## src/source/skdec_params.svh

```systemverilog
`ifndef SKDEC_PARAMS_SVH
`define SKDEC_PARAMS_SVH

// Polynomial counts and size, kept small for simulation
`define SKDEC_L 2
`define SKDEC_K 3
`define SKDEC_N 16

// Modulus and code offsets
`define SKDEC_Q 8380417
`define SKDEC_ETA 2
`define SKDEC_T0_OFS 4096

`define SKDEC_ADDR_W 10
`define SKDEC_AXI_ADDR_W 13

// Register offsets below the RAM window
`define SKDEC_REG_CTRL 4'h0
`define SKDEC_REG_STATUS 4'h4
`define SKDEC_REG_SRC 4'h8
`define SKDEC_REG_DEST 4'hC

`endif

```

## src/source/skdec_pkg.sv

```systemverilog
`include "skdec_params.svh"

package skdec_pkg;

    typedef logic [`SKDEC_ADDR_W-1:0] ram_addr_t;
    typedef logic [31:0] ram_word_t;
    typedef logic [23:0] coeff_t;

    // One access to the shared word RAM
    typedef struct packed {
        logic      req;
        logic      we;
        ram_addr_t addr;
        ram_word_t wdata;
    } ram_req_t;

    typedef enum logic [1:0] {
        RD_IDLE,
        RD_S1,
        RD_S2,
        RD_T0
    } skdec_rd_state_e;

    typedef enum logic [1:0] {
        WR_IDLE,
        WR_S1,
        WR_S2,
        WR_T0
    } skdec_wr_state_e;

    // STATUS register layout, error in bit 0
    typedef struct packed {
        logic busy;
        logic done;
        logic s1_done;
        logic s2_done;
        logic t0_done;
        logic error;
    } skdec_status_t;

endpackage

```

## src/source/skdec_axil_regs.sv

```systemverilog
`timescale 1ns/1ps
`include "skdec_params.svh"

module skdec_axil_regs (
    input  logic                         clk,
    input  logic                         reset_n,
    input  logic [`SKDEC_AXI_ADDR_W-1:0] awaddr,
    input  logic                         awvalid,
    output logic                         awready,
    input  logic [31:0]                  wdata,
    input  logic [3:0]                   wstrb,
    input  logic                         wvalid,
    output logic                         wready,
    output logic [1:0]                   bresp,
    output logic                         bvalid,
    input  logic                         bready,
    input  logic [`SKDEC_AXI_ADDR_W-1:0] araddr,
    input  logic                         arvalid,
    output logic                         arready,
    output logic [31:0]                  rdata,
    output logic [1:0]                   rresp,
    output logic                         rvalid,
    input  logic                         rready,
    output logic                         start,
    output logic                         clear,
    output skdec_pkg::ram_addr_t         src_base,
    output skdec_pkg::ram_addr_t         dest_base,
    input  skdec_pkg::skdec_status_t     status,
    output skdec_pkg::ram_req_t          host_req,
    input  logic                         host_gnt,
    input  logic                         host_valid,
    input  skdec_pkg::ram_word_t         host_rdata
);

    logic        host_rd_wait, host_busy, aw_ok, ar_ok, wr_en;
    logic [31:0] reg_rdata;

    // Window accesses go one at a time, writes take precedence
    assign host_busy = host_req.req | host_rd_wait;
    assign aw_ok     = awvalid & wvalid & ~bvalid & ~host_busy;
    assign ar_ok     = arvalid & ~rvalid & ~host_busy & ~aw_ok;
    assign awready   = aw_ok;
    assign wready    = aw_ok;
    assign arready   = ar_ok;
    assign wr_en     = |wstrb;
    assign bresp     = 2'b00;
    assign rresp     = 2'b00;

    always_comb begin
        case (araddr[3:0])
            `SKDEC_REG_STATUS: reg_rdata = 32'(status);
            `SKDEC_REG_SRC:    reg_rdata = 32'(src_base);
            `SKDEC_REG_DEST:   reg_rdata = 32'(dest_base);
            default:           reg_rdata = '0;
        endcase
    end

    always_ff @(posedge clk or negedge reset_n) begin
        if (!reset_n) begin
            host_req     <= '0;
            host_rd_wait <= 1'b0;
            bvalid       <= 1'b0;
            rvalid       <= 1'b0;
            rdata        <= '0;
            start        <= 1'b0;
            clear        <= 1'b0;
            src_base     <= '0;
            dest_base    <= '0;
        end else begin
            start <= 1'b0;
            clear <= 1'b0;
            if (bvalid && bready)
                bvalid <= 1'b0;
            if (rvalid && rready)
                rvalid <= 1'b0;

            // ----------------------------------------
            // Write channel
            // ----------------------------------------
            if (aw_ok) begin
                if (awaddr[12] && wr_en) begin
                    host_req <= '{req: 1'b1, we: 1'b1, addr: awaddr[11:2], wdata: wdata};
                end else begin
                    bvalid <= 1'b1;
                    if (wr_en && !awaddr[12]) begin
                        case (awaddr[3:0])
                            `SKDEC_REG_CTRL: begin
                                start <= wdata[0];
                                clear <= wdata[1];
                            end
                            `SKDEC_REG_SRC:  src_base  <= wdata[`SKDEC_ADDR_W-1:0];
                            `SKDEC_REG_DEST: dest_base <= wdata[`SKDEC_ADDR_W-1:0];
                            default: ;
                        endcase
                    end
                end
            end

            // ----------------------------------------
            // Read channel
            // ----------------------------------------
            if (ar_ok) begin
                if (araddr[12]) begin
                    host_req <= '{req: 1'b1, we: 1'b0, addr: araddr[11:2], wdata: '0};
                end else begin
                    rvalid <= 1'b1;
                    rdata  <= reg_rdata;
                end
            end

            // Window response waits for the grant and any read data
            if (host_gnt) begin
                host_req.req <= 1'b0;
                if (host_req.we)
                    bvalid <= 1'b1;
                else
                    host_rd_wait <= 1'b1;
            end
            if (host_valid) begin
                host_rd_wait <= 1'b0;
                rvalid       <= 1'b1;
                rdata        <= host_rdata;
            end
        end
    end

endmodule

```

## config.mk

```make
export PLATFORM = sky130hd
export DESIGN_NAME = skdec_axil_regs
export DESIGN_NICKNAME = d
export VERILOG_FILES = /design/src/source/skdec_pkg.sv /design/src/source/skdec_axil_regs.sv
export VERILOG_INCLUDE_DIRS = /design/src /design/src/source
export SDC_FILE = /design/constraint.sdc
export NUM_CORES = 1
export LEC_CHECK = 0
export BUFFER_PORTS_ARGS = -buffer_cell sky130_fd_sc_hd__buf_2
export CORE_MARGIN = 1
export CORE_UTILIZATION = 30
export CTS_CLUSTER_DIAMETER = 200
export DETAILED_ROUTE_END_ITERATION = 12
export PLACE_DENSITY = 0.59
export SKIP_LAST_GASP = 1
export SYNTH_ARGS = -nofsm -noshare
export SYNTH_HDL_FRONTEND = slang
export SYNTH_SLANG_ARGS = --single-unit
```

## constraint.sdc

```tcl
create_clock -name clk -period 1.95 [get_ports clk]
set_clock_uncertainty 0.1 [all_clocks]
set_input_delay 0.39 -clock clk [delete_from_list [all_inputs] [get_ports clk]]
set_output_delay 0.39 -clock clk [all_outputs]
set_load 0.05 [all_outputs]
```

==> impl_metrics.sql, run 1 <==
INSERT INTO impl_metrics (metric_group, metric, value, unit) VALUES
('global_route', 'grt_first_pass_wirelength', '20100', 'µm'),
('timing', 'finalCritPeriodShare', '105', '%'),
('detailed_routing', 'vias', '3852', ''),
('place', 'gp_routability_congestion', '0.755', ''),
('synthesis', 'synth_compound_gate_area_share', '16.3', '%'),
('worst_setup_path', 'crit_fanout', '5', ''),
('clock_tree', 'cts.path.max_buffers', '2', ''),
('timing', 'post-route-worst-setup-slack', '-0.0896', 'ns'),
('synthesis', 'yosys.area_share.adder', '0', '%'),
('timing', 'max_clock_freq', '490', 'MHz'),
('global_route', 'largest_net_degree_at_the_start_of_global_routing', '48', ''),
('timing', 'fin_hold_ws', '0.127', 'ns'),
('synthesis', 'synth-seq-cells', '101', ''),
('global_route', 'antenna_found_initial', '0', ''),
('detailed_routing', 'detail_route.iter0.violations', '218', ''),
('clock_tree', 'cts-root-buf', 'clkbuf_16', ''),
('synthesis', 'syn_inst', '382', ''),
('place', 'port-buffer-count', '211', ''),
('cells_and_area', 'antenna_cells_inserted', '0', ''),
('clock_tree', 'clock_tree_from_tritoncts', 'yes', ''),
('worst_setup_path', 'worstSetupEndpointType', 'primary output', ''),
('worst_setup_path', 'critical_path_required', '1.46', 'ns'),
('detailed_routing', 'drt-wirelength-per-cell', '16.6', 'µm'),
('cells_and_area', 'fillers', '1327', ''),
('synthesis', 'netlist_area', '4250', 'µm²'),
('place', 'detailedPlace.worstSlack', '-0.493', 'ns'),
('power', 'p_per_area', '1300', 'nW/µm²'),
('cells_and_area', 'drive_above_1_share', '48.4', '%'),
('worst_setup_path', 'cp_data_arrival_time', '1.55', 'ns'),
('timing', 'rsz0062_at_grt', 'true', ''),
('synthesis', 'yosys.area_share.simple', '12.0', '%'),
('synthesis', 'synth_edf_count', '0', ''),
('outcome', 'failing_checks', 'negative setup slack', ''),
('floorplanning', 'die-width', '121', 'µm'),
('clock_tree', 'numClockSinks', '101', ''),
('floorplanning', 'coreArea', '13800', 'µm²'),
('clock_tree', 'clkSlewWorstSetupHoldPaths', '0.07', 'ns'),
('timing', 'maxSlewHeadroom', '66.4', '%'),
('floorplanning', 'design.die.area', '14600', 'µm²'),
('synthesis', 'synthesis.area_per_instance', '11.1', 'µm²'),
('detailed_routing', 'detail_route.drc_violations', '0', ''),
('global_route', 'grt_overflow_total', '0', ''),
('synthesis', 'synth_top_flop_cell', 'dfrtp_1', ''),
('timing', 'post-route-min-period', '2.04', 'ns'),
('place', 'place.detailed.hpwl', '9160', 'µm'),
('timing', 'finalHoldViolCount', '0', ''),
('timing', 'final_max_slew_viol_count', '0', ''),
('clock_tree', 'ctsHtreeMaxLevel', '3', ''),
('floorplanning', 'start_util', '30.7', '%'),
('detailed_routing', 'ant_nets', '0', ''),
('timing', 'setup_viol_count_final', '3', ''),
('clock_tree', 'insertion_delay', '0.35', 'ns'),
('global_route', 'grt_pass1_vias', '3766', ''),
('power', 'vdd_drop_max', '726', 'µV'),
('clock_tree', 'tritoncts.num_buffers', '9', ''),
('detailed_routing', 'drt-pass1-iter-count', '4', ''),
('outcome', 'outcome', 'finished, violations left', ''),
('synthesis', 'synthMuxAreaShare', '7.83', '%'),
('flow_run', 'cap_viol_max_count', '0', ''),
('power', 'report.power.total', '8.07', 'mW'),
('detailed_routing', 'postRouteWirelength', '13300', 'µm'),
('synthesis', 'yosys.area_share.xor_xnor', '0', '%'),
('cells_and_area', 'final_net_count', '724', ''),
('min_path', 'timing.hold.worst.class', 'in -> reg', ''),
('synthesis', 'synth_warnings', '0', ''),
('floorplanning', 'die_h', '121', 'µm'),
('synthesis', 'post_synth_num_cell_types', '35', ''),
('synthesis', 'seq_area_frac_synth', '59.5', '%'),
('cells_and_area', 'area_growth', '45.8', '%'),
('detailed_routing', 'post_drt_via_cell_ratio', '4.82', ''),
('floorplanning', 'fp-row-count', '43', ''),
('timing', 'fin_tns_setup', '-0.224', 'ns'),
('power', 'power.static_leakage', '3.22', 'nW'),
('worst_setup_path', 'timing.critical_path.from_type', 'flop', ''),
('timing', 'worstMarginPinSlew', '0.502', 'ns'),
('synthesis', 'async_reset_ff_share', '100', '%'),
('global_route', 'grt_usage', '18.0', '%'),
('floorplanning', 'io_pins', '216', ''),
('synthesis', 'combinational_family_with_the_most_area_after_synthesis', 'compound AO/OA/AOI/OAI gates', ''),
('worst_setup_path', 'worstSetupPathType', 'reg -> out', '');
## kinds of logic after synthesis
kind of cell	Yosys count
and+or+nand+nor	108
other	1
AOI/OAI and AO/OA	107
DFF	101
buffers and inverters	35
muxes	30
## power breakdown
| part | total [mW] | leakage, nW | switching [mW] | internal, mW |
|---|---|---|---|---|
| registers | 2.88 | 1.29 | 0.288 | 2.59 |
| clock network | 1.77 | 0.137 | 0.800 | 0.973 |
| logic | 3.42 | 1.79 | 2.53 | 0.883 |
## cell usage in the layout, fill, tap and decap left out, drive strengths merged, types with 3 or more instances in the layout
cell type  instances
clkbuf            14
a22oi             16
a22o              22
nor2              15
mux2              26
nor3               3
a21oi             54
buf              245
dfrtp            101
inv                5
conb               4
nand2             74
mux2i              4
clkinvlp           3
o21ai             11
nor4               4
## metrics by stage
step                std cells  util (%)  area, µm²
floorplan                 385         -       4280
global placement          765      40.7       5630
detailed placement        765      40.7       5630
CTS                       790      43.8       6060
global route              800      44.8       6190
finish                    800      44.8       6190
## area by class of cell
class | instances | area (µm²) | area share [%]
clock buffers | 12 | 267 | 4.30
clock inverters | 4 | 31.3 | 0.505
inverters | 5 | 18.8 | 0.303
multi-input cells | 250 | 1620 | 26.1
flip-flops and latches | 101 | 2530 | 40.9
well taps | 180 | 225 | 3.64
repair buffers | 248 | 1510 | 24.3
## synthesized netlist by cell type (2+ instances only)
library cell	n	share of area, %
a21oi_1	54	6.4
a22o_1	22	4.5
a22oi_1	16	2.8
buf_2	7	0.82
buf_4	12	2.1
clkbuf_1	11	0.97
dfrtp_1	101	59
inv_1	5	0.44
mux2_1	5	1.3
mux2_2	21	5.6
mux2i_1	4	0.94
nand2_1	74	6.5
nand4b_1	2	0.41
nor2_1	15	1.3
nor2b_1	2	0.29
nor3_1	2	0.24
nor4_1	2	0.29
o21ai_0	10	1.2
## critical path: stages, from the launching register on
cell and delay [ns]:
dfrtp_2 0.42, nand3b_4 0.16, buf_6 0.13, nor3_4 0.20
buf_6 0.15, buf_8 0.14
## sequential cells by signal (all words and copies together) (netlist names)
register      flops
dest_base        10
clear             1
start             1
host_rd_wait      1
rdata            32
src_base         10
rvalid            1
bvalid            1
host_req         44
## what timing repair did
action                     in CTS  in global routing
gates resized for setup        17                  6
buffers inserted                7                  8
hold endpoints to repair       11                  0
pin swaps                       3                  5
hold buffers                    1                  0
gates cloned                    1                  2
setup endpoints to repair      61                 59
## path summary, 6_finish.rpt
check / from / endpoint / slack [ns] / cells after the start
worst max-delay path: bvalid / wready / -0.09 / 5
worst min-delay path: host_gnt / host_req[43] / 0.13 / 2
worst max register to register: bvalid / dest_base[8] / 0 / 6
worst min register to register: rdata[12] / rdata[12] / 0.39 / 1
max in group asynchronous: reset_n / bvalid / 0.92 / 3
min in group asynchronous: reset_n / rdata[14] / 0.33 / 2
## metal layers
metal / GRT usage (%) / vias up / share of wire [%]
met2: 29.8 / 151 / 48
li1: - / 1800 / -
met1: 23.1 / 1893 / 44
met3: 5.55 / 8 / 7.0
met5: 0 / - / 0
met4: 3.94 / 0 / 0.73
Power figures use the tool's default switching activity.
==> run 2, diff against run 1 <==
BUFFER_PORTS_ARGS = -buffer_cell sky130_fd_sc_hd__clkbuf_2   (was -buffer_cell sky130_fd_sc_hd__buf_2)
==> impl_metrics.sql, run 2 (synthesized netlist as in run 1, its figures left out) <==
INSERT INTO impl_metrics (metric_group, metric, value, unit) VALUES
('power', 'power_frac_comb', '42.2', '%'),
('place', 'dpl.cell_count', '772', ''),
('outcome', 'outcome', 'finished, violations left', ''),
('timing', 'finalHoldViolCount', '0', ''),
('detailed_routing', 'vias', '3897', ''),
('clock_tree', 'ctsHtreeMaxLevel', '3', ''),
('floorplanning', 'design.die.area', '14600', 'µm²'),
('detailed_routing', 'detail_route.iter0.violations', '189', ''),
('detailed_routing', 'ant_nets', '0', ''),
('cells_and_area', 'area_growth', '49.9', '%'),
('worst_setup_path', 'cp_data_arrival_time', '1.57', 'ns'),
('power', 'internal_power', '4.55', 'mW'),
('cells_and_area', 'antenna_cells_inserted', '0', ''),
('global_route', 'antenna_found_initial', '0', ''),
('timing', 'final_max_slew_viol_count', '0', ''),
('min_path', 'timing.hold.worst.class', 'in -> async', ''),
('clock_tree', 'clock_tree_from_tritoncts', 'yes', ''),
('cells_and_area', 'registers_with_the_highest_flip_flop_counts', 'host_req (44), rdata (32)', ''),
('power', 'vdd_drop_max', '632', 'µV'),
('detailed_routing', 'detail_route.drc_violations', '0', ''),
('worst_setup_path', 'timing.critical_path.from_type', 'flop', ''),
('floorplanning', 'start_util', '30.7', '%'),
('timing', 'worstMarginPinSlew', '0.621', 'ns'),
('power', 'p_per_area', '1290', 'nW/µm²'),
('cells_and_area', 'final_net_count', '735', ''),
('floorplanning', 'die-width', '121', 'µm'),
('detailed_routing', 'postRouteWirelength', '13000', 'µm'),
('timing', 'fin_hold_ws', '0.00666', 'ns'),
('clock_tree', 'numClockSinks', '101', ''),
('global_route', 'grt_first_pass_wirelength', '19800', 'µm'),
('timing', 'post-route-worst-setup-slack', '-0.108', 'ns'),
('cells_and_area', 'most-common-layout-cells', 'clkbuf_2, dfrtp_1, nand2_1', ''),
('global_route', 'largest_net_degree_at_the_start_of_global_routing', '102', ''),
('floorplanning', 'coreArea', '13800', 'µm²'),
('worst_setup_path', 'critical_path_required', '1.46', 'ns'),
('power', 'power_switching', '3.66', 'mW'),
('power', 'power.sequential.fraction', '35.3', '%'),
('detailed_routing', 'drt-wirelength-per-cell', '16.1', 'µm'),
('clock_tree', 'cts-root-buf', 'clkbuf_16', ''),
('clock_tree', 'clkSlewWorstSetupHoldPaths', '0.07', 'ns'),
('power', 'p_clk_share', '22.4', '%'),
('worst_setup_path', 'crit_fanout', '3', ''),
('global_route', 'grt_overflow_total', '0', ''),
('cells_and_area', 'largest_reg_flops', '44', ''),
('timing', 'setup_viol_count_final', '49', ''),
('outcome', 'failing_checks', 'negative setup slack', ''),
('detailed_routing', 'post_drt_via_cell_ratio', '4.81', ''),
('timing', 'maxSlewHeadroom', '58.3', '%'),
('place', 'detailedPlace.worstSlack', '-0.467', 'ns'),
('timing', 'max_clock_freq', '486', 'MHz'),
('flow_run', 'cap_viol_max_count', '0', ''),
('power', 'power.static_leakage', '3.29', 'nW'),
('floorplanning', 'io_pins', '216', ''),
('power', 'report.power.total', '8.22', 'mW'),
('floorplanning', 'die_h', '121', 'µm'),
('clock_tree', 'post_cts_hold_buffer_count', '0', ''),
('timing', 'fin_tns_setup', '-1.18', 'ns'),
('timing', 'post-route-min-period', '2.06', 'ns'),
('worst_setup_path', 'worstSetupEndpointType', 'primary output', ''),
('place', 'port-buffer-count', '211', ''),
('power', 'swShare', '44.6', '%'),
('cells_and_area', 'largest-register', 'host_req', ''),
('timing', 'rsz0062_at_grt', 'true', ''),
('worst_setup_path', 'worstSetupPathType', 'reg -> out', ''),
('detailed_routing', 'drt-pass1-iter-count', '4', ''),
('global_route', 'grt_usage', '17.8', '%'),
('clock_tree', 'insertion_delay', '0.34', 'ns'),
('clock_tree', 'tritoncts.num_buffers', '9', ''),
('place', 'gp_routability_congestion', '0.748', ''),
('global_route', 'grt_pass1_vias', '3747', ''),
('cells_and_area', 'layout.cells.non_filler', '811', ''),
('cells_and_area', 'layout.cells.most_common', 'clkbuf_2', ''),
('floorplanning', 'fp-row-count', '43', ''),
('cells_and_area', 'drive_above_1_share', '50.7', '%'),
('clock_tree', 'cts.path.max_buffers', '2', ''),
('place', 'place.detailed.hpwl', '9110', 'µm'),
('timing', 'finalCritPeriodShare', '106', '%');
==> run 2: worst max-delay path, stage by stage (launching register included) <==
cell	delay, ns
dfrtp_2	0.41
nand3b_4	0.17
buf_6	0.13
nor3_4	0.20
buf_6	0.15
clkbuf_16	0.16
==> run 2: cell type report <==
cell class / instances / area (µm²)
clock inverters: 6 / 68.8
multi-input cells: 250 / 1650
repair buffers: 259 / 1630
clock buffers: 10 / 239
flip-flops and latches: 101 / 2530
fillers: 1316 / 7460
inverters: 5 / 18.8
well taps: 180 / 225
==> run 2: timing repair <==
item,in CTS,in global routing
pin swaps,4,10
setup endpoints to repair,56,72
resized for setup,15,24
cloned,1,2
buffers inserted,12,8
==> run 2: per-layer routing <==
layer | part of all wire [%] | global-route usage, %
met1 | 44 | 23.1
met2 | 49 | 29.4
met3 | 5.9 | 3.34
met4 | 1.3 | 6.33
met5 | 0 | 0
==> run 2: path summary, 6_finish.rpt <==
check / endpoint / slack (ns) / start / cells after the start
max: awready / -0.11 / bvalid / 5
min: rdata[16] / 0.007 / reset_n / 2
max reg2reg: host_req[29] / -0.04 / bvalid / 7
min reg2reg: rdata[10] / 0.40 / rdata[10] / 1
max in group asynchronous: host_req[43] / 1.30 / reset_n / 2
min in group clk: rvalid / 0.12 / rready / 2
==> run 2: power by group through the flow <==
stage	clock [mW]	sequential, mW	combinational, mW
after floorplan	0	4.64	0.650
after detailed placement	0	2.93	3.31
after global placement	0	2.92	3.27
after CTS	1.89	2.90	3.41
final	1.84	2.90	3.47
after global routing	1.98	2.96	3.66
==> run 2: per-stage QoR <==
stage,instance area (µm²),util (%)
after floorplan,4280,-
after global placement,5690,41.1
after detailed placement,5690,41.1
after CTS,6170,44.6
after global routing,6370,46.1
final,6370,46.1
==> run 3, diff against run 2 <==
==> constraint.sdc (replaced) <==
create_clock -name clk -period 1.95 [get_ports clk]
set_clock_uncertainty 0.1 [all_clocks]
set_input_delay 0.2925 -clock clk [delete_from_list [all_inputs] [get_ports clk]]
set_output_delay 0.2925 -clock clk [all_outputs]
set_load 0.05 [all_outputs]
==> impl_metrics.sql, run 3 (synthesized netlist as in run 1, its figures left out) <==
INSERT INTO impl_metrics (metric_group, metric, value, unit) VALUES
('detailed_routing', 'postRouteWirelength', '12200', 'µm'),
('global_route', 'grt_overflow_total', '0', ''),
('floorplanning', 'design.die.area', '14600', 'µm²'),
('global_route', 'largest_net_degree_at_the_start_of_global_routing', '49', ''),
('flow_run', 'cap_viol_max_count', '0', ''),
('worst_setup_path', 'critPathBufInv', '1', ''),
('detailed_routing', 'wl_met1', '5400', 'µm'),
('floorplanning', 'start_util', '30.7', '%'),
('power', 'report.power.total', '7.86', 'mW'),
('timing', 'maxSlewHeadroom', '56.6', '%'),
('timing', 'rsz0062_at_grt', 'true', ''),
('timing', 'post-route-min-period', '1.88', 'ns'),
('detailed_routing', 'vias', '3702', ''),
('clock_tree', 'clock_tree_from_tritoncts', 'yes', ''),
('power', 'swShare', '45.6', '%'),
('power', 'power_switching', '3.58', 'mW'),
('global_route', 'grt_usage', '17.2', '%'),
('power', 'power.static_leakage', '3.08', 'nW'),
('power', 'power.sequential.fraction', '36.9', '%'),
('timing', 'worstMarginPinSlew', '0.650', 'ns'),
('timing', 'max_clock_freq', '533', 'MHz'),
('clock_tree', 'tritoncts.num_buffers', '9', ''),
('floorplanning', 'die-width', '121', 'µm'),
('detailed_routing', 'top_signal_layer_used', 'met4', ''),
('timing', 'finalHoldViolCount', '0', ''),
('min_path', 'timing.hold.worst.class', 'in -> reg', ''),
('worst_setup_path', 'crit_fanout', '6', ''),
('global_route', 'antenna_found_initial', '0', ''),
('clock_tree', 'insertion_delay', '0.35', 'ns'),
('timing', 'fin_tns_setup', '0', 'ns'),
('worst_setup_path', 'timing.critical_path.slowest_stage_cell', 'dfrtp_2', ''),
('worst_setup_path', 'cell_chain_of_the_critical_path', 'nand3b_4 > nor3_4 > clkbuf_4', ''),
('worst_setup_path', 'worstSetupPathType', 'reg -> out', ''),
('floorplanning', 'die_h', '121', 'µm'),
('worst_setup_path', 'cp_data_arrival_time', '1.48', 'ns'),
('cells_and_area', 'registers_with_the_highest_flip_flop_counts', 'host_req (44), rdata (32)', ''),
('floorplanning', 'fp-row-count', '43', ''),
('timing', 'finalCritPeriodShare', '96.2', '%'),
('clock_tree', 'clkSlewWorstSetupHoldPaths', '0.07', 'ns'),
('worst_setup_path', 'path_delay_family', 'simple AND/OR/NAND/NOR gates', ''),
('place', 'gp_routability_congestion', '0.807', ''),
('worst_setup_path', 'timing.critical_path.from_type', 'flop', ''),
('cells_and_area', 'most-common-layout-cells', 'clkbuf_2, dfrtp_1, nand2_1', ''),
('detailed_routing', 'post_drt_via_cell_ratio', '4.75', ''),
('place', 'place.detailed.hpwl', '9020', 'µm'),
('outcome', 'outcome', 'complete, no violations', ''),
('cells_and_area', 'drive_above_1_share', '45.8', '%'),
('worst_setup_path', 'max_stage_delay', '0.41', 'ns'),
('detailed_routing', 'detail_route.drc_violations', '0', ''),
('worst_setup_path', 'critical_path_required', '1.56', 'ns'),
('detailed_routing', 'drt-wirelength-per-cell', '15.6', 'µm'),
('clock_tree', 'cts-root-buf', 'clkbuf_16', ''),
('detailed_routing', 'routed_met2_length', '5730', 'µm'),
('clock_tree', 'cts.path.max_buffers', '2', ''),
('timing', 'setup_viol_count_final', '0', ''),
('global_route', 'grt_first_pass_wirelength', '19200', 'µm'),
('clock_tree', 'numClockSinks', '101', ''),
('floorplanning', 'io_pins', '216', ''),
('cells_and_area', 'antenna_cells_inserted', '0', ''),
('worst_setup_path', 'worstSetupEndpointType', 'primary output', ''),
('clock_tree', 'ctsHtreeMaxLevel', '3', ''),
('power', 'vdd_drop_max', '796', 'µV'),
('cells_and_area', 'largest-register', 'host_req', ''),
('place', 'port-buffer-count', '211', ''),
('power', 'p_clk_share', '21.8', '%'),
('global_route', 'grt_pass1_vias', '3736', ''),
('power', 'power_frac_comb', '41.3', '%'),
('power', 'p_per_area', '1320', 'nW/µm²'),
('detailed_routing', 'dr_wl_met3', '909', 'µm'),
('cells_and_area', 'area_growth', '39.8', '%'),
('detailed_routing', 'detail_route.iter0.violations', '163', ''),
('detailed_routing', 'ant_nets', '0', ''),
('floorplanning', 'coreArea', '13800', 'µm²'),
('timing', 'final_max_slew_viol_count', '0', ''),
('cells_and_area', 'final_net_count', '704', ''),
('cells_and_area', 'layout.cells.most_common', 'clkbuf_2', ''),
('power', 'internal_power', '4.28', 'mW'),
('detailed_routing', 'drt-pass1-iter-count', '4', ''),
('cells_and_area', 'largest_reg_flops', '44', '');
==> run 3: final cells by class <==
cell class | instances | area (µm²)
Clock inverter | 6 | 46.3
Timing Repair Buffer | 229 | 1310
Fill cell | 1344 | 7890
Clock buffer | 10 | 239
Multi-Input combinational cell | 249 | 1570
Sequential cell | 101 | 2530
Tap cell | 180 | 225
Inverter | 5 | 18.8
==> run 3: per-layer routing <==
metal  GRT usage (%)  up-vias
met2            28.0      145
met5               0        -
met3            5.73       13
li1                -     1755
met1            21.9     1789
met4            4.40        0
==> run 3: power groups by stage <==
stage	Clock, mW	Sequential, mW	Combinational, mW
final	1.71	2.90	3.25
after global routing	1.88	2.97	3.43
after CTS	1.79	2.90	3.28
after detailed placement	0	2.94	3.28
after global placement	0	2.92	3.24
after floorplan	0	4.64	0.649
==> run 3: final timing paths <==
path	end	cells after the start	slack (ns)	start
setup / recovery	wready	3	0.07	bvalid
hold / removal	host_req[43]	2	0.04	host_gnt
setup reg to reg	host_req[20]	5	0.11	bvalid
hold reg to reg	rdata[16]	1	0.40	rdata[16]
max in group asynchronous	host_req[37]	3	0.93	reset_n
min in group asynchronous	rdata[17]	2	0.27	reset_n
==> run 3: worst reg2reg max path, cell delays in order (launching register included) <==
cell and delay [ns]:
dfrtp_2 0.41, nand3b_4 0.17, or4_2 0.65, buf_12 0.21, nand2_1 0.11, a21oi_1 0.06
==> run 3: metrics by stage <==
stage          worst slack [ns]  cells  cell area [µm²]  hold WS (ns)  util, %
2_1_floorplan            -0.345    385             4270        -0.103        -
3_3_place_gp             0.0614    761             5620        0.0840     40.6
3_5_place_dp             0.0418    761             5620        0.0907     40.6
4_1_cts                0.000452    780             5930        0.0233     42.9
5_1_grt                 -0.0270    780             5940        0.0343     42.9
6_report                 0.0732    780             5940        0.0400     42.9
==> run 3: timing repair <==
item | 4_1_cts | 5_1_grt
buffers inserted | 1 | 0
hold buffers | 2 | 0
pin swaps | 1 | 0
endpoints found under the hold margin | 17 | 0
setup endpoints to repair | 3 | 3
resized for setup | 2 | 5
