$ cat config.mk
export PLATFORM = sky130hd
export DESIGN_NAME = skdec_ctrl
export DESIGN_NICKNAME = d
export VERILOG_FILES = /design/src/source/skdec_pkg.sv /design/src/source/skdec_ctrl.sv
export VERILOG_INCLUDE_DIRS = /design/src /design/src/source
export SDC_FILE = /design/constraint.sdc
export NUM_CORES = 1
export LEC_CHECK = 0
export BUFFER_PORTS_ARGS = -buffer_cell sky130_fd_sc_hd__buf_2
export CAP_MARGIN = 5
export CELL_PAD_IN_SITES_DETAIL_PLACEMENT = 1
export CELL_PAD_IN_SITES_GLOBAL_PLACEMENT = 2
export CORE_ASPECT_RATIO = 0.5
export CORE_MARGIN = 2
export CORE_UTILIZATION = 23
export DETAILED_ROUTE_END_ITERATION = 16
export PLACE_DENSITY_LB_ADDON = 0.3
export SLEW_MARGIN = 40
export SYNTH_ARGS = -nofsm -noshare
export SYNTH_HDL_FRONTEND = slang
export SYNTH_SLANG_ARGS = --single-unit
$ cat constraint.sdc
create_clock -name clk -period 1.9 [get_ports clk]
set_clock_uncertainty 0.2 [all_clocks]
set_input_delay 0.19 -clock clk [delete_from_list [all_inputs] [get_ports clk]]
set_output_delay 0.19 -clock clk [all_outputs]
set_load 0.1 [all_outputs]
$ cat src/source/skdec_params.svh
`ifndef SKDEC_PARAMS_SVH
`define SKDEC_PARAMS_SVH

// Polynomial counts and size, kept small for simulation
`define SKDEC_L 2
`define SKDEC_K 3
`define SKDEC_N 16

// Modulus and code offsets
`define SKDEC_Q 8380417
`define SKDEC_ETA 2
`define SKDEC_T0_OFS 4096

`define SKDEC_ADDR_W 10
`define SKDEC_AXI_ADDR_W 13

// Register offsets below the RAM window
`define SKDEC_REG_CTRL 4'h0
`define SKDEC_REG_STATUS 4'h4
`define SKDEC_REG_SRC 4'h8
`define SKDEC_REG_DEST 4'hC

`endif

$ cat src/source/skdec_pkg.sv
`include "skdec_params.svh"

package skdec_pkg;

    typedef logic [`SKDEC_ADDR_W-1:0] ram_addr_t;
    typedef logic [31:0] ram_word_t;
    typedef logic [23:0] coeff_t;

    // One access to the shared word RAM
    typedef struct packed {
        logic      req;
        logic      we;
        ram_addr_t addr;
        ram_word_t wdata;
    } ram_req_t;

    typedef enum logic [1:0] {
        RD_IDLE,
        RD_S1,
        RD_S2,
        RD_T0
    } skdec_rd_state_e;

    typedef enum logic [1:0] {
        WR_IDLE,
        WR_S1,
        WR_S2,
        WR_T0
    } skdec_wr_state_e;

    // STATUS register layout, error in bit 0
    typedef struct packed {
        logic busy;
        logic done;
        logic s1_done;
        logic s2_done;
        logic t0_done;
        logic error;
    } skdec_status_t;

endpackage

$ cat src/source/skdec_ctrl.sv
`timescale 1ns/1ps
`include "skdec_params.svh"

module skdec_ctrl (
    input  logic                     clk,
    input  logic                     reset_n,
    input  logic                     start,
    input  logic                     clear,
    input  skdec_pkg::ram_addr_t     src_base,
    input  skdec_pkg::ram_addr_t     dest_base,
    output skdec_pkg::ram_req_t      rd_req,
    input  logic                     rd_gnt,
    input  logic                     rd_valid,
    input  skdec_pkg::ram_word_t     rdata,
    output logic                     s_word_valid,
    input  logic                     s_word_ready,
    output logic                     t0_word_valid,
    input  logic                     t0_word_ready,
    output skdec_pkg::ram_word_t     word,
    input  skdec_pkg::coeff_t        s_coeff,
    input  skdec_pkg::coeff_t        t0_coeff,
    input  logic                     s_coeff_valid,
    input  logic                     t0_coeff_valid,
    output logic                     s_coeff_ready,
    output logic                     t0_coeff_ready,
    input  logic                     range_error,
    output skdec_pkg::ram_req_t      wr_req,
    input  logic                     wr_gnt,
    output skdec_pkg::skdec_status_t status
);
    import skdec_pkg::*;

    // Last key word and last coefficient index of each phase
    localparam logic [4:0] S1_RD_LAST = 5'(`SKDEC_L * `SKDEC_N / 8 - 1);
    localparam logic [4:0] S2_RD_LAST = 5'(`SKDEC_K * `SKDEC_N / 8 - 1);
    localparam logic [4:0] T0_RD_LAST = 5'(`SKDEC_K * `SKDEC_N / 2 - 1);
    localparam logic [5:0] S1_WR_LAST = 6'(`SKDEC_L * `SKDEC_N - 1);
    localparam logic [5:0] KN_WR_LAST = 6'(`SKDEC_K * `SKDEC_N - 1);

    skdec_rd_state_e rd_state, rd_next;
    skdec_wr_state_e wr_state, wr_next;
    logic [4:0]      rd_cnt, rd_last;
    logic [5:0]      wr_cnt, wr_last;
    ram_addr_t       rd_addr, wr_addr;
    ram_word_t       word_q;
    logic            rd_req_on, rd_busy, word_pend, word_t0;
    logic            go, abort, s_phase, launch, handoff;
    logic            done_q, s1_done_q, s2_done_q, t0_done_q, error_q;

    assign go      = start & (rd_state == RD_IDLE) & (wr_state == WR_IDLE);
    assign s_phase = (wr_state == WR_S1) | (wr_state == WR_S2);
    // A bad code only counts while s coefficients are being written
    assign abort   = clear | (range_error & s_phase);

    // ----------------------------------------
    // Key reads
    // ----------------------------------------
    always_comb begin
        rd_last = T0_RD_LAST;
        rd_next = RD_IDLE;
        case (rd_state)
            RD_S1: begin
                rd_last = S1_RD_LAST;
                rd_next = RD_S2;
            end
            RD_S2: begin
                rd_last = S2_RD_LAST;
                rd_next = RD_T0;
            end
            default: ;
        endcase
    end

    // One read in flight, issued when the target unpacker is empty or draining
    assign launch = (rd_state != RD_IDLE) & ~rd_busy & ~abort &
                    ((rd_state == RD_T0) ? t0_word_ready : s_word_ready);
    assign handoff = word_pend & (word_t0 ? t0_word_ready : s_word_ready);

    assign rd_req = '{req: rd_req_on | launch, we: 1'b0, addr: rd_addr, wdata: '0};
    assign s_word_valid  = word_pend & ~word_t0;
    assign t0_word_valid = word_pend & word_t0;
    assign word          = word_q;

    always_ff @(posedge clk or negedge reset_n) begin
        if (!reset_n) begin
            rd_state  <= RD_IDLE;
            rd_cnt    <= '0;
            rd_addr   <= '0;
            rd_req_on <= 1'b0;
            rd_busy   <= 1'b0;
            word_pend <= 1'b0;
            word_t0   <= 1'b0;
        end else if (abort) begin
            rd_state  <= RD_IDLE;
            rd_req_on <= 1'b0;
            rd_busy   <= 1'b0;
            word_pend <= 1'b0;
        end else begin
            rd_req_on <= (rd_req_on | launch) & ~rd_gnt;
            if (go) begin
                rd_state <= RD_S1;
                rd_cnt   <= '0;
                rd_addr  <= src_base;
            end
            if (rd_gnt) begin
                rd_addr <= rd_addr + 1'b1;
                word_t0 <= (rd_state == RD_T0);
                if (rd_cnt == rd_last) begin
                    rd_cnt   <= '0;
                    rd_state <= rd_next;
                end else begin
                    rd_cnt <= rd_cnt + 1'b1;
                end
            end
            if (launch)
                rd_busy <= 1'b1;
            else if (handoff)
                rd_busy <= 1'b0;
            // Data of a read issued before an abort is ignored
            if (rd_valid && rd_busy)
                word_pend <= 1'b1;
            else if (handoff)
                word_pend <= 1'b0;
        end
    end

    always_ff @(posedge clk) begin
        if (rd_valid)
            word_q <= rdata;
    end

    // ----------------------------------------
    // Coefficient writes
    // ----------------------------------------
    always_comb begin
        wr_last = KN_WR_LAST;
        wr_next = WR_IDLE;
        case (wr_state)
            WR_S1: begin
                wr_last = S1_WR_LAST;
                wr_next = WR_S2;
            end
            WR_S2: wr_next = WR_T0;
            default: ;
        endcase
    end

    assign wr_req = '{
        req:   s_phase ? s_coeff_valid : ((wr_state == WR_T0) & t0_coeff_valid),
        we:    1'b1,
        addr:  wr_addr,
        wdata: ram_word_t'(s_phase ? s_coeff : t0_coeff)
    };

    // While idle, leftovers from an aborted decode are flushed
    assign s_coeff_ready  = s_phase ? wr_gnt : (wr_state == WR_IDLE);
    assign t0_coeff_ready = (wr_state == WR_T0) ? wr_gnt : (wr_state == WR_IDLE);

    always_ff @(posedge clk or negedge reset_n) begin
        if (!reset_n) begin
            wr_state <= WR_IDLE;
            wr_cnt   <= '0;
            wr_addr  <= '0;
        end else if (abort) begin
            wr_state <= WR_IDLE;
        end else if (go) begin
            wr_state <= WR_S1;
            wr_cnt   <= '0;
            wr_addr  <= dest_base;
        end else if (wr_gnt) begin
            wr_addr <= wr_addr + 1'b1;
            if (wr_cnt == wr_last) begin
                wr_cnt   <= '0;
                wr_state <= wr_next;
            end else begin
                wr_cnt <= wr_cnt + 1'b1;
            end
        end
    end

    // Phase flags and sticky error
    always_ff @(posedge clk or negedge reset_n) begin
        if (!reset_n) begin
            {done_q, s1_done_q, s2_done_q, t0_done_q, error_q} <= '0;
        end else if (clear || go) begin
            {done_q, s1_done_q, s2_done_q, t0_done_q, error_q} <= '0;
        end else begin
            if (abort)
                error_q <= 1'b1;
            if (wr_gnt && wr_cnt == wr_last) begin
                case (wr_state)
                    WR_S1: s1_done_q <= 1'b1;
                    WR_S2: s2_done_q <= 1'b1;
                    WR_T0: begin
                        t0_done_q <= 1'b1;
                        done_q    <= 1'b1;
                    end
                    default: ;
                endcase
            end
        end
    end

    assign status = '{
        busy:    (wr_state != WR_IDLE),
        done:    done_q,
        s1_done: s1_done_q,
        s2_done: s2_done_q,
        t0_done: t0_done_q,
        error:   error_q
    };

endmodule

==> results of run 1 <==
==> sequential cells by signal, indices dropped and copies added, names as in the netlist, 2 cells and up <==
signal    cells
word         32
rd_addr      10
wr_addr      10
wr_cnt        6
rd_cnt        5
rd_state      2
wr_state      2
==> metal layers <==
layer / wire length, um / vias up / GRT usage (%) / share of wire [%]
met2: 7810 / 128 / 26.8 / 48
li1: - / 2010 / - / -
met1: 7460 / 2085 / 20.9 / 46
met5: 0 / - / 0 / 0
met3: 793 / 7 / 2.98 / 4.9
met4: 65 / 0 / 2.26 / 0.40
==> worst register-to-register path, cell delays in order (launching register included) <==
cell and delay (ns):
dfrtp_1 0.39, inv_2 0.09, ha_4 0.22, buf_4 0.15
a21oi_4 0.16, buf_6 0.15, bufbuf_16 0.25, buf_4 0.11
nor2_1 0.04, a211oi_1 0.16
==> repair_timing <==
action,in CTS,in global routing
setup buffers,13,12
hold endpoints to repair,74,0
gates resized for setup,48,29
gates cloned,2,0
hold buffers,49,0
pin swaps,16,16
endpoints found under the setup margin,52,59
==> report_power, final <==
group	internal, uW	total (uW)	switching, uW
combinational	1280	4370	3090
sequential	1980	2300	328
clock	903	1660	754
total	4160	8330	4170
==> final cells by class <==
| cell class | count | area (um2) | share of cell area (%) |
|---|---|---|---|
| multi-input combinational | 292 | 2380 | 31.1 |
| inverter | 10 | 37.5 | 0.492 |
| timing repair buffer | 313 | 2570 | 33.7 |
| clock buffer | 9 | 225 | 2.95 |
| tap | 240 | 300 | 3.93 |
| clock inverter | 7 | 58.8 | 0.770 |
| sequential | 75 | 2060 | 27.0 |
| antenna | 1 | 2.50 | 0.0328 |
==> cells in the mapped netlist, types with 3 or more instances <==
cell type  number  share of area, %
buf_4          48               8.4
dfrtp_1        43                25
edfxtp_1       32                22
nand2_1        27               2.4
mux2_2         26               6.8
a21oi_1        24               2.8
o21ai_0        19               2.2
nand3_1        16               1.9
nor2_1         16               1.4
ha_1           13               3.8
nand4_1        12               1.7
inv_1          10              0.87
clkbuf_1        9              0.79
o22ai_1         9               1.3
a22oi_1         6               1.0
buf_2           6              0.70
mux2i_1         6               1.4
nand2b_1        6              0.87
nor3_1          6              0.70
a211oi_1        5              0.87
and3_1          5              0.73
and4_1          4              0.82
xnor2_1         4              0.82
a22o_1          3              0.61
==> through the flow <==
step | total power, uW | cells | setup WS [ns] | setup TNS, ns
after global routing | 8700 | 946 | -0.386 | -11.88
final | 8330 | 947 | -0.316 | -8.57
after global placement | 6310 | 861 | -0.0985 | -1.43
after floorplan | 5330 | 445 | -0.295 | -1.40
after CTS | 8270 | 939 | -0.341 | -9.08
after detailed placement | 6350 | 861 | -0.147 | -2.75
==> worst min path at each step <==
stage	start	endpoint	slack, ns	cells past startpoint
after CTS	src_base[5]	rd_addr[5]$_DFFE_PN0P_	0.006	3
final	dest_base[1]	wr_addr[1]$_DFFE_PN0P_	-0.006	3
after floorplan	reset_n	error_q$_DFFE_PN0P_	-0.31	0
after detailed placement	reset_n	rd_addr[6]$_DFFE_PN0P_	0.05	1
after global placement	reset_n	rd_addr[6]$_DFFE_PN0P_	0.05	1
after global routing	dest_base[1]	wr_addr[1]$_DFFE_PN0P_	0.003	3
==> cell families after synthesis <==
| logic type | count (synthesis) | synth area share [%] |
|---|---|---|
| AND/OR/NAND/NOR | 107 | 13.3 |
| other | 2 | 0.175 |
| AO/OA/AOI/OAI | 94 | 14.5 |
| flip-flops | 75 | 47.4 |
| adder cells (fa/ha/maj) | 13 | 3.79 |
| XOR/XNOR | 4 | 0.816 |
| multiplexers | 32 | 8.22 |
| buffers and inverters | 78 | 11.8 |
==> results.py, run 1 <==
metrics = {
    "final_layout": {
        "design_area_um2": 7630,
        "mostFrequentLayoutCells": "buf_2, dlygate4sd3_1, buf_4",
        "finalNetCount": 826,
        "layout-drive-gt1-share_pct": 52.8,
        "final_core_util_pct": 41.6,
        "syn_to_final_growth_pct": 77.8,
        "nFillCells": 2051,
        "final_common_cell": "buf_2",
    },
    "cts": {
        "cts_tree": "yes",
        "cts_buffer_depth": 2,
        "clk-insertion-delay-late_ns": 0.33,
        "clk_pin_slew_ns": 0.07,
        "cts_buffers": 9,
        "h-tree-depth": 3,
        "cts-root-buf": "clkbuf_16",
        "clock-sinks": 75,
    },
    "grt": {
        "grt_pass1_vias": 4416,
        "grt_pass1_wl_mm": 24.5,
        "antenna_found_initial": 1,
        "grt_max_degree": 25,
        "overflow": 0,
        "grt.total_usage_pct": 15.6,
    },
    "drt": {
        "vias_per_cell": 4.47,
        "firstDrtPassIters": 4,
        "ant_nets": 0,
        "vias": 4230,
        "wl_per_cell_um": 17.0,
        "drc": 0,
        "dr.first_iter.drc_count": 154,
        "routed_wl_mm": 16.1,
    },
    "synth": {
        "synth_edf_count": 32,
        "async_reset_ff_share_pct": 57.3,
        "synth-warning-count": 0,
        "yosysUniqueCellTypes": 60,
        "syn_area_per_cell_um2": 10.6,
        "synth-main-ff-cell": "dfrtp_1",
        "synthCells": 405,
        "ys_seq_area_share_pct": 47.4,
        "syn_area_um2": 4290,
        "synth_seq_cells": 75,
    },
    "placement": {
        "hpwlAfterDp_mm": 11.8,
        "port_buffers": 199,
        "routabilityCongestion": 0.729,
        "place_area_um2": 6310,
    },
    "setup_path": {
        "required_ns": 1.51,
        "end_kind": "primary output",
        "cp_slowest_cell": "dfrtp_1",
        "crit_top_cell": "buf_12",
        "arrival_ns": 1.83,
        "cp.depth": 6,
        "startpoint": "wr_state[0]$_DFFE_PN0P_",
        "r2r_cells": 9,
        "path_max_fanout": 10,
        "reg2reg_from": "wr_state[1]$_DFFE_PN0P_",
        "path_buf_inv": 4,
        "critPathLaunchType": "flip-flop",
        "r2r-end": "rd_addr[5]$_DFFE_PN0P_",
        "crit_path_end": "wr_req[18]",
        "critical_path_class": "reg -> out",
        "r2r_slack_ns": -0.11,
        "cpPeakStageDelay_ns": 0.36,
        "cp_cell_sequence": "inv_2 -> ha_4 -> buf_12 -> buf_12 -> mux2_4 -> buf_12",
        "critPathTopFamily": "buffers and inverters",
    },
    "timing": {
        "rsz0062_at_grt": "true",
        "layout_min_cycle_time_ns": 2.22,
        "finalCritPeriodShare_pct": 117,
        "relSlewSlack_pct": 58.1,
        "setup_viol": 39,
        "fin_hold_ws_ns": -0.00600,
        "max_freq_ghz": 0.451,
        "slew_viol_final": 0,
        "hold_viol": 1,
        "setup_ws_ns": -0.316,
        "worst_pin_slew_ns": 0.628,
    },
    "die": {
        "dieArea_um2": 19800,
        "dieWidth_um": 197,
        "fp-row-count": 35,
        "die_y_um": 101,
        "core-area_um2": 18300,
        "start_util_pct": 23.4,
        "io_pins": 242,
    },
    "power_and_ir_drop": {
        "ir_drop_v": 0.000488,
        "p_leak_uw": 0.00345,
        "powerDensity_nw_per_um2": 1090,
    },
    "run_status": {
        "status": "finished, violations left",
        "violations": "hold timing, setup timing",
    },
    "run": {
        "maxCapViolations": 0,
    },
    "hold_path": {
        "hold_class": "in -> reg",
    },
}
No activity file was read; power rests on OpenSTA's default activity.
==> inputs of run 2 (changes only) <==
GPL_TIMING_DRIVEN = 0   (was default)
SETUP_SLACK_MARGIN = 0.05   (was default)
==> run 2 against run 1 <==
  * The flow finishes with violations (setup timing)
  * Design area increased by 5.7%
  * Die area did not move
  * Via count rose by 3.1%
  * Largest cell class unchanged
  * Highest routed layer unchanged
==> results.py, run 2 (same netlist as run 1, synthesis figures left out) <==
metrics = {
    "power_and_ir_drop": {
        "pwr-share-seq_pct": 26.6,
        "switchingPower_uw": 4230,
        "p_sw_share_pct": 48.5,
        "intPower_uw": 4490,
        "powerDensity_nw_per_um2": 1080,
        "p_leak_uw": 0.00371,
        "ir_drop_v": 0.000398,
        "power.share.clock_pct": 22.2,
        "combPwrFrac_pct": 51.2,
    },
    "die": {
        "dieArea_um2": 19800,
        "fp-row-count": 35,
        "start_util_pct": 23.4,
        "core-area_um2": 18300,
        "die_y_um": 101,
        "io_pins": 242,
        "dieWidth_um": 197,
    },
    "cts": {
        "cts_tree": "yes",
        "cts_buffers": 9,
        "cts_buffer_depth": 2,
        "cts-root-buf": "clkbuf_16",
        "h-tree-depth": 3,
        "clock-sinks": 75,
        "clk_pin_slew_ns": 0.07,
        "clk-insertion-delay-late_ns": 0.34,
    },
    "timing": {
        "layout_min_cycle_time_ns": 2.25,
        "setup_ws_ns": -0.351,
        "hold_viol": 0,
        "max_freq_ghz": 0.444,
        "slew_viol_final": 0,
        "relSlewSlack_pct": 51.6,
        "worst_pin_slew_ns": 0.726,
        "setup_viol": 63,
        "fin_hold_ws_ns": 0.0212,
        "rsz0062_at_grt": "true",
        "finalCritPeriodShare_pct": 118,
    },
    "setup_path": {
        "required_ns": 1.51,
        "arrival_ns": 1.86,
        "end_kind": "primary output",
        "critPathLaunchType": "flip-flop",
        "path_max_fanout": 5,
        "critical_path_class": "reg -> out",
    },
    "grt": {
        "grt_pass1_wl_mm": 26.6,
        "grt_max_degree": 44,
        "overflow": 0,
        "grt_pass1_vias": 4560,
        "antenna_found_initial": 1,
        "grt.total_usage_pct": 17.6,
    },
    "final_layout": {
        "syn_to_final_growth_pct": 87.9,
        "finalNonFillerCells": 985,
        "mostFrequentLayoutCells": "buf_2, buf_4, dlygate4sd3_1",
        "largest_reg_flops": 32,
        "finalNetCount": 864,
        "final_core_util_pct": 44.0,
        "final_common_cell": "buf_2",
        "layout-drive-gt1-share_pct": 56.3,
    },
    "run": {
        "maxCapViolations": 0,
    },
    "hold_path": {
        "hold_class": "in -> reg",
    },
    "drt": {
        "ant_nets": 0,
        "vias_per_cell": 4.43,
        "wl_per_cell_um": 18.2,
        "drc": 0,
        "routed_wl_mm": 17.9,
        "dr.first_iter.drc_count": 175,
        "vias": 4360,
        "firstDrtPassIters": 4,
    },
    "placement": {
        "place_inst": 884,
        "port_buffers": 199,
        "routabilityCongestion": 0.760,
        "hpwlAfterDp_mm": 12.1,
    },
    "run_status": {
        "violations": "setup timing",
        "status": "finished, violations left",
    },
}
==> run 2: cell types whose count changed in the layout (fill, tap and decap cells not counted), sizes merged <==
| cell | previous run | this run |
|---|---|---|
| buf | 263 | 291 |
| bufinv | 0 | 2 |
| clkbuf | 9 | 19 |
| clkinvlp | 4 | 2 |
==> run 2: worst max-delay path: stages (launching register included) <==
cell	delay [ns]
dfrtp_2	0.45
ha_4	0.19
mux2i_1	0.12
or3_4	0.37
o21bai_4	0.21
buf_12	0.20
==> run 2: final cells by class <==
class                           count  area, um2
Antenna cell                        1       2.50
Tap cell                          240        300
Clock inverter                      7        105
Fill cell                        2016      10300
Timing Repair Buffer              284       2330
Clock buffer                        9        225
Sequential cell                    75       2070
Inverter                           10       41.3
Multi-Input combinational cell    292       2370
Buffer                             67        618
==> run 2: layer usage <==
layer  global-route usage [%]  up-vias  part of all wire [%]  wire length (um)
li1                         -     2084                     -                 -
met2                     31.3      143                    50              8870
met1                     21.7     2123                    43              7740
met4                     3.70        0                  0.82               146
met5                        0        -                     0                 0
met3                     4.55       10                   6.4              1140
==> run 2: final timing paths <==
check                                         endpoint                     from  slack (ns)  cells past startpoint
worst max-delay path                        rd_req[43]    rd_state[1]$_DFF_PN0_       -0.35                      5
worst min-delay path            wr_addr[5]$_DFFE_PN0P_             dest_base[5]        0.02                      3
worst max register to register  rd_addr[8]$_DFFE_PN0P_  wr_state[0]$_DFFE_PN0P_       -0.33                     11
worst min register to register   wr_cnt[2]$_DFFE_PN0P_    wr_cnt[2]$_DFFE_PN0P_        0.34                      1
max in group asynchronous       rd_addr[1]$_DFFE_PN0P_                  reset_n        0.82                      2
min in group asynchronous       rd_addr[5]$_DFFE_PN0P_                  reset_n        0.20                      2
==> run 2: metrics by stage <==
step,worst slack [ns],area [um2],power [uW],TNS (ns)
finish,-0.351,8070,8720,-15.72
global route,-0.417,8060,9080,-20.95
CTS,-0.362,7830,8630,-15.46
detailed placement,-0.520,5940,6060,-24.54
global placement,-0.504,5940,6020,-22.60
floorplan,-0.295,4650,5340,-1.40
==> run 2: power by group through the flow <==
stage	registers (uW)	clock network, uW	logic [uW]
2_1_floorplan	3590	0	1750
3_3_place_gp	2320	0	3700
3_5_place_dp	2340	0	3730
4_1_cts	2310	1990	4330
5_1_grt	2370	2060	4650
6_report	2320	1940	4460
==> run 2: repair_timing <==
item,in CTS,in global routing
buffers inserted,23,10
pin swaps,30,14
hold endpoints to repair,94,0
hold buffers,49,0
endpoints found under the setup margin,70,67
gates cloned,5,0
gates resized for setup,199,41
==> inputs of run 3 (changes only) <==
RECOVER_POWER = 50   (was default)
==> run 3 against run 2 <==
  * The flow still finishes with violations (setup timing)
  * Core utilization is essentially flat
  * Die area is the same
  * Routed wire length is essentially flat
  * Fmax is the same
  * Highest routed layer unchanged
==> results.py, run 3 (same netlist as run 1, synthesis figures left out) <==
metrics = {
    "run_status": {
        "status": "finished, violations left",
        "violations": "setup timing",
    },
    "die": {
        "io_pins": 242,
        "core-area_um2": 18300,
        "dieArea_um2": 19800,
        "fp-row-count": 35,
        "dieWidth_um": 197,
        "die_y_um": 101,
        "start_util_pct": 23.4,
    },
    "grt": {
        "grt_pass1_vias": 4560,
        "antenna_found_initial": 1,
        "grt_max_degree": 44,
        "grt_pass1_wl_mm": 26.6,
        "grt.total_usage_pct": 17.6,
        "overflow": 0,
    },
    "drt": {
        "drc": 0,
        "wl_per_cell_um": 18.2,
        "vias": 4362,
        "firstDrtPassIters": 4,
        "ant_nets": 0,
        "vias_per_cell": 4.43,
        "routed_wl_mm": 17.9,
        "dr.first_iter.drc_count": 175,
    },
    "placement": {
        "hpwlAfterDp_mm": 12.1,
        "place_area_um2": 5940,
        "port_buffers": 199,
        "pre_cts_ws_ns": -0.520,
        "routabilityCongestion": 0.760,
    },
    "final_layout": {
        "design_area_um2": 8060,
        "largest_reg_flops": 32,
        "final_core_util_pct": 43.9,
        "nFillCells": 2018,
        "final_common_cell": "buf_2",
        "syn_to_final_growth_pct": 87.8,
        "layout-drive-gt1-share_pct": 55.9,
        "finalNetCount": 864,
        "mostFrequentLayoutCells": "buf_2, buf_4, dlygate4sd3_1",
    },
    "setup_path": {
        "path_max_fanout": 5,
        "cp_cell_sequence": "ha_4 -> mux2i_1 -> or3_4 -> o21bai_4 -> buf_12",
        "startpoint": "rd_state[1]$_DFF_PN0_",
        "r2r_cells": 11,
        "critical_path_class": "reg -> out",
        "end_kind": "primary output",
        "r2r_slack_ns": -0.33,
        "r2r-end": "rd_addr[8]$_DFFE_PN0P_",
        "reg2reg_from": "wr_state[0]$_DFFE_PN0P_",
        "crit_path_end": "rd_req[43]",
        "critPathLaunchType": "flip-flop",
        "arrival_ns": 1.86,
        "required_ns": 1.51,
        "cp_slowest_cell": "dfrtp_2",
        "cpPeakStageDelay_ns": 0.45,
    },
    "timing": {
        "worst_pin_slew_ns": 1.17,
        "finalCritPeriodShare_pct": 118,
        "rsz0062_at_grt": "true",
        "fin_setup_tns_ns": -15.72,
        "hold_viol": 0,
        "relSlewSlack_pct": 22.1,
        "setup_ws_ns": -0.351,
        "max_freq_ghz": 0.444,
        "fin_hold_ws_ns": 0.0212,
        "slew_viol_final": 0,
        "layout_min_cycle_time_ns": 2.25,
        "setup_viol": 63,
    },
    "power_and_ir_drop": {
        "powerDensity_nw_per_um2": 1080,
        "switchingPower_uw": 4230,
        "intPower_uw": 4490,
        "p_sw_share_pct": 48.5,
        "pwr-share-seq_pct": 26.6,
        "combPwrFrac_pct": 51.2,
        "ir_drop_v": 0.000398,
        "power.share.clock_pct": 22.2,
        "p_leak_uw": 0.00370,
    },
    "cts": {
        "cts_buffers": 9,
        "clk_pin_slew_ns": 0.07,
        "cts_tree": "yes",
        "clock-sinks": 75,
        "h-tree-depth": 3,
        "cts-root-buf": "clkbuf_16",
        "clk-insertion-delay-late_ns": 0.34,
        "cts_buffer_depth": 2,
    },
    "hold_path": {
        "hold_class": "in -> reg",
    },
    "run": {
        "maxCapViolations": 0,
    },
}
==> run 3: cell count changes in the layout (fill, tap and decap cells not counted), sizes merged <==
cell	delta
clkbuf	+5
buf	-5
==> run 3: layout make-up <==
cell class                      instances  area (um2)  share of cell area (%)
Antenna cell                            1        2.50                  0.0310
Buffer                                 67         618                    7.67
Clock buffer                            9         225                    2.79
Clock inverter                          7         105                    1.30
Inverter                               10        41.3                   0.512
Multi-Input combinational cell        292        2370                    29.4
Sequential cell                        75        2070                    25.7
Tap cell                              240         300                    3.73
Timing Repair Buffer                  284        2330                    28.9
==> run 3: worst min-delay path by stage <==
stage / startpoint / endpoint / slack, ns / depth (start not counted)
floorplan: reset_n / error_q$_DFFE_PN0P_ / -0.31 / 0
global placement: rdata[21] / word[21]$_DFFE_PP_ / 0.17 / 1
detailed placement: reset_n / rd_addr[5]$_DFFE_PN0P_ / 0.05 / 1
CTS: src_base[8] / rd_addr[8]$_DFFE_PN0P_ / 0.004 / 3
global route: dest_base[5] / wr_addr[5]$_DFFE_PN0P_ / 0.04 / 3
finish: dest_base[5] / wr_addr[5]$_DFFE_PN0P_ / 0.02 / 3
==> run 3: power by group through the flow <==
stage	Sequential [uW]	Combinational (uW)	Clock, uW
floorplan	3590	1750	0
global placement	2320	3700	0
detailed placement	2340	3730	0
CTS	2310	4330	1990
global route	2370	4650	2060
finish	2320	4460	1940
==> run 3: worst max-delay path, delay by kind of cell (launching register included) <==
family | cells | cell delay [ns]
flip-flops | 1 | 0.45
AND/OR/NAND/NOR | 1 | 0.37
multiplexers | 1 | 0.12
AO/OA/AOI/OAI | 1 | 0.21
buffers and inverters | 1 | 0.20
adder cells (fa/ha/maj) | 1 | 0.19
==> run 3: routing by layer <==
metal  up-vias  share of wire (%)  track usage (%)
li1       2084                  -                -
met1      2125                 43             21.7
met2       143                 50             31.3
met3        10                6.4             4.55
met4         0               0.82             3.70
met5         -                  0                0
==> run 3: timing repair <==
item | in CTS | in global routing
buffers inserted | 23 | 10
endpoints found under the setup margin | 70 | 67
resized for setup | 199 | 41
pin swaps | 30 | 14
endpoints found under the hold margin | 94 | 0
cloned | 5 | 0
hold buffers | 49 | 0
==> run 3: per-stage QoR <==
step / power (uW) / std cells
4_1_cts: 8630 / 975
2_1_floorplan: 5340 / 445
3_5_place_dp: 6060 / 884
3_3_place_gp: 6020 / 884
6_report: 8720 / 985
5_1_grt: 9080 / 984
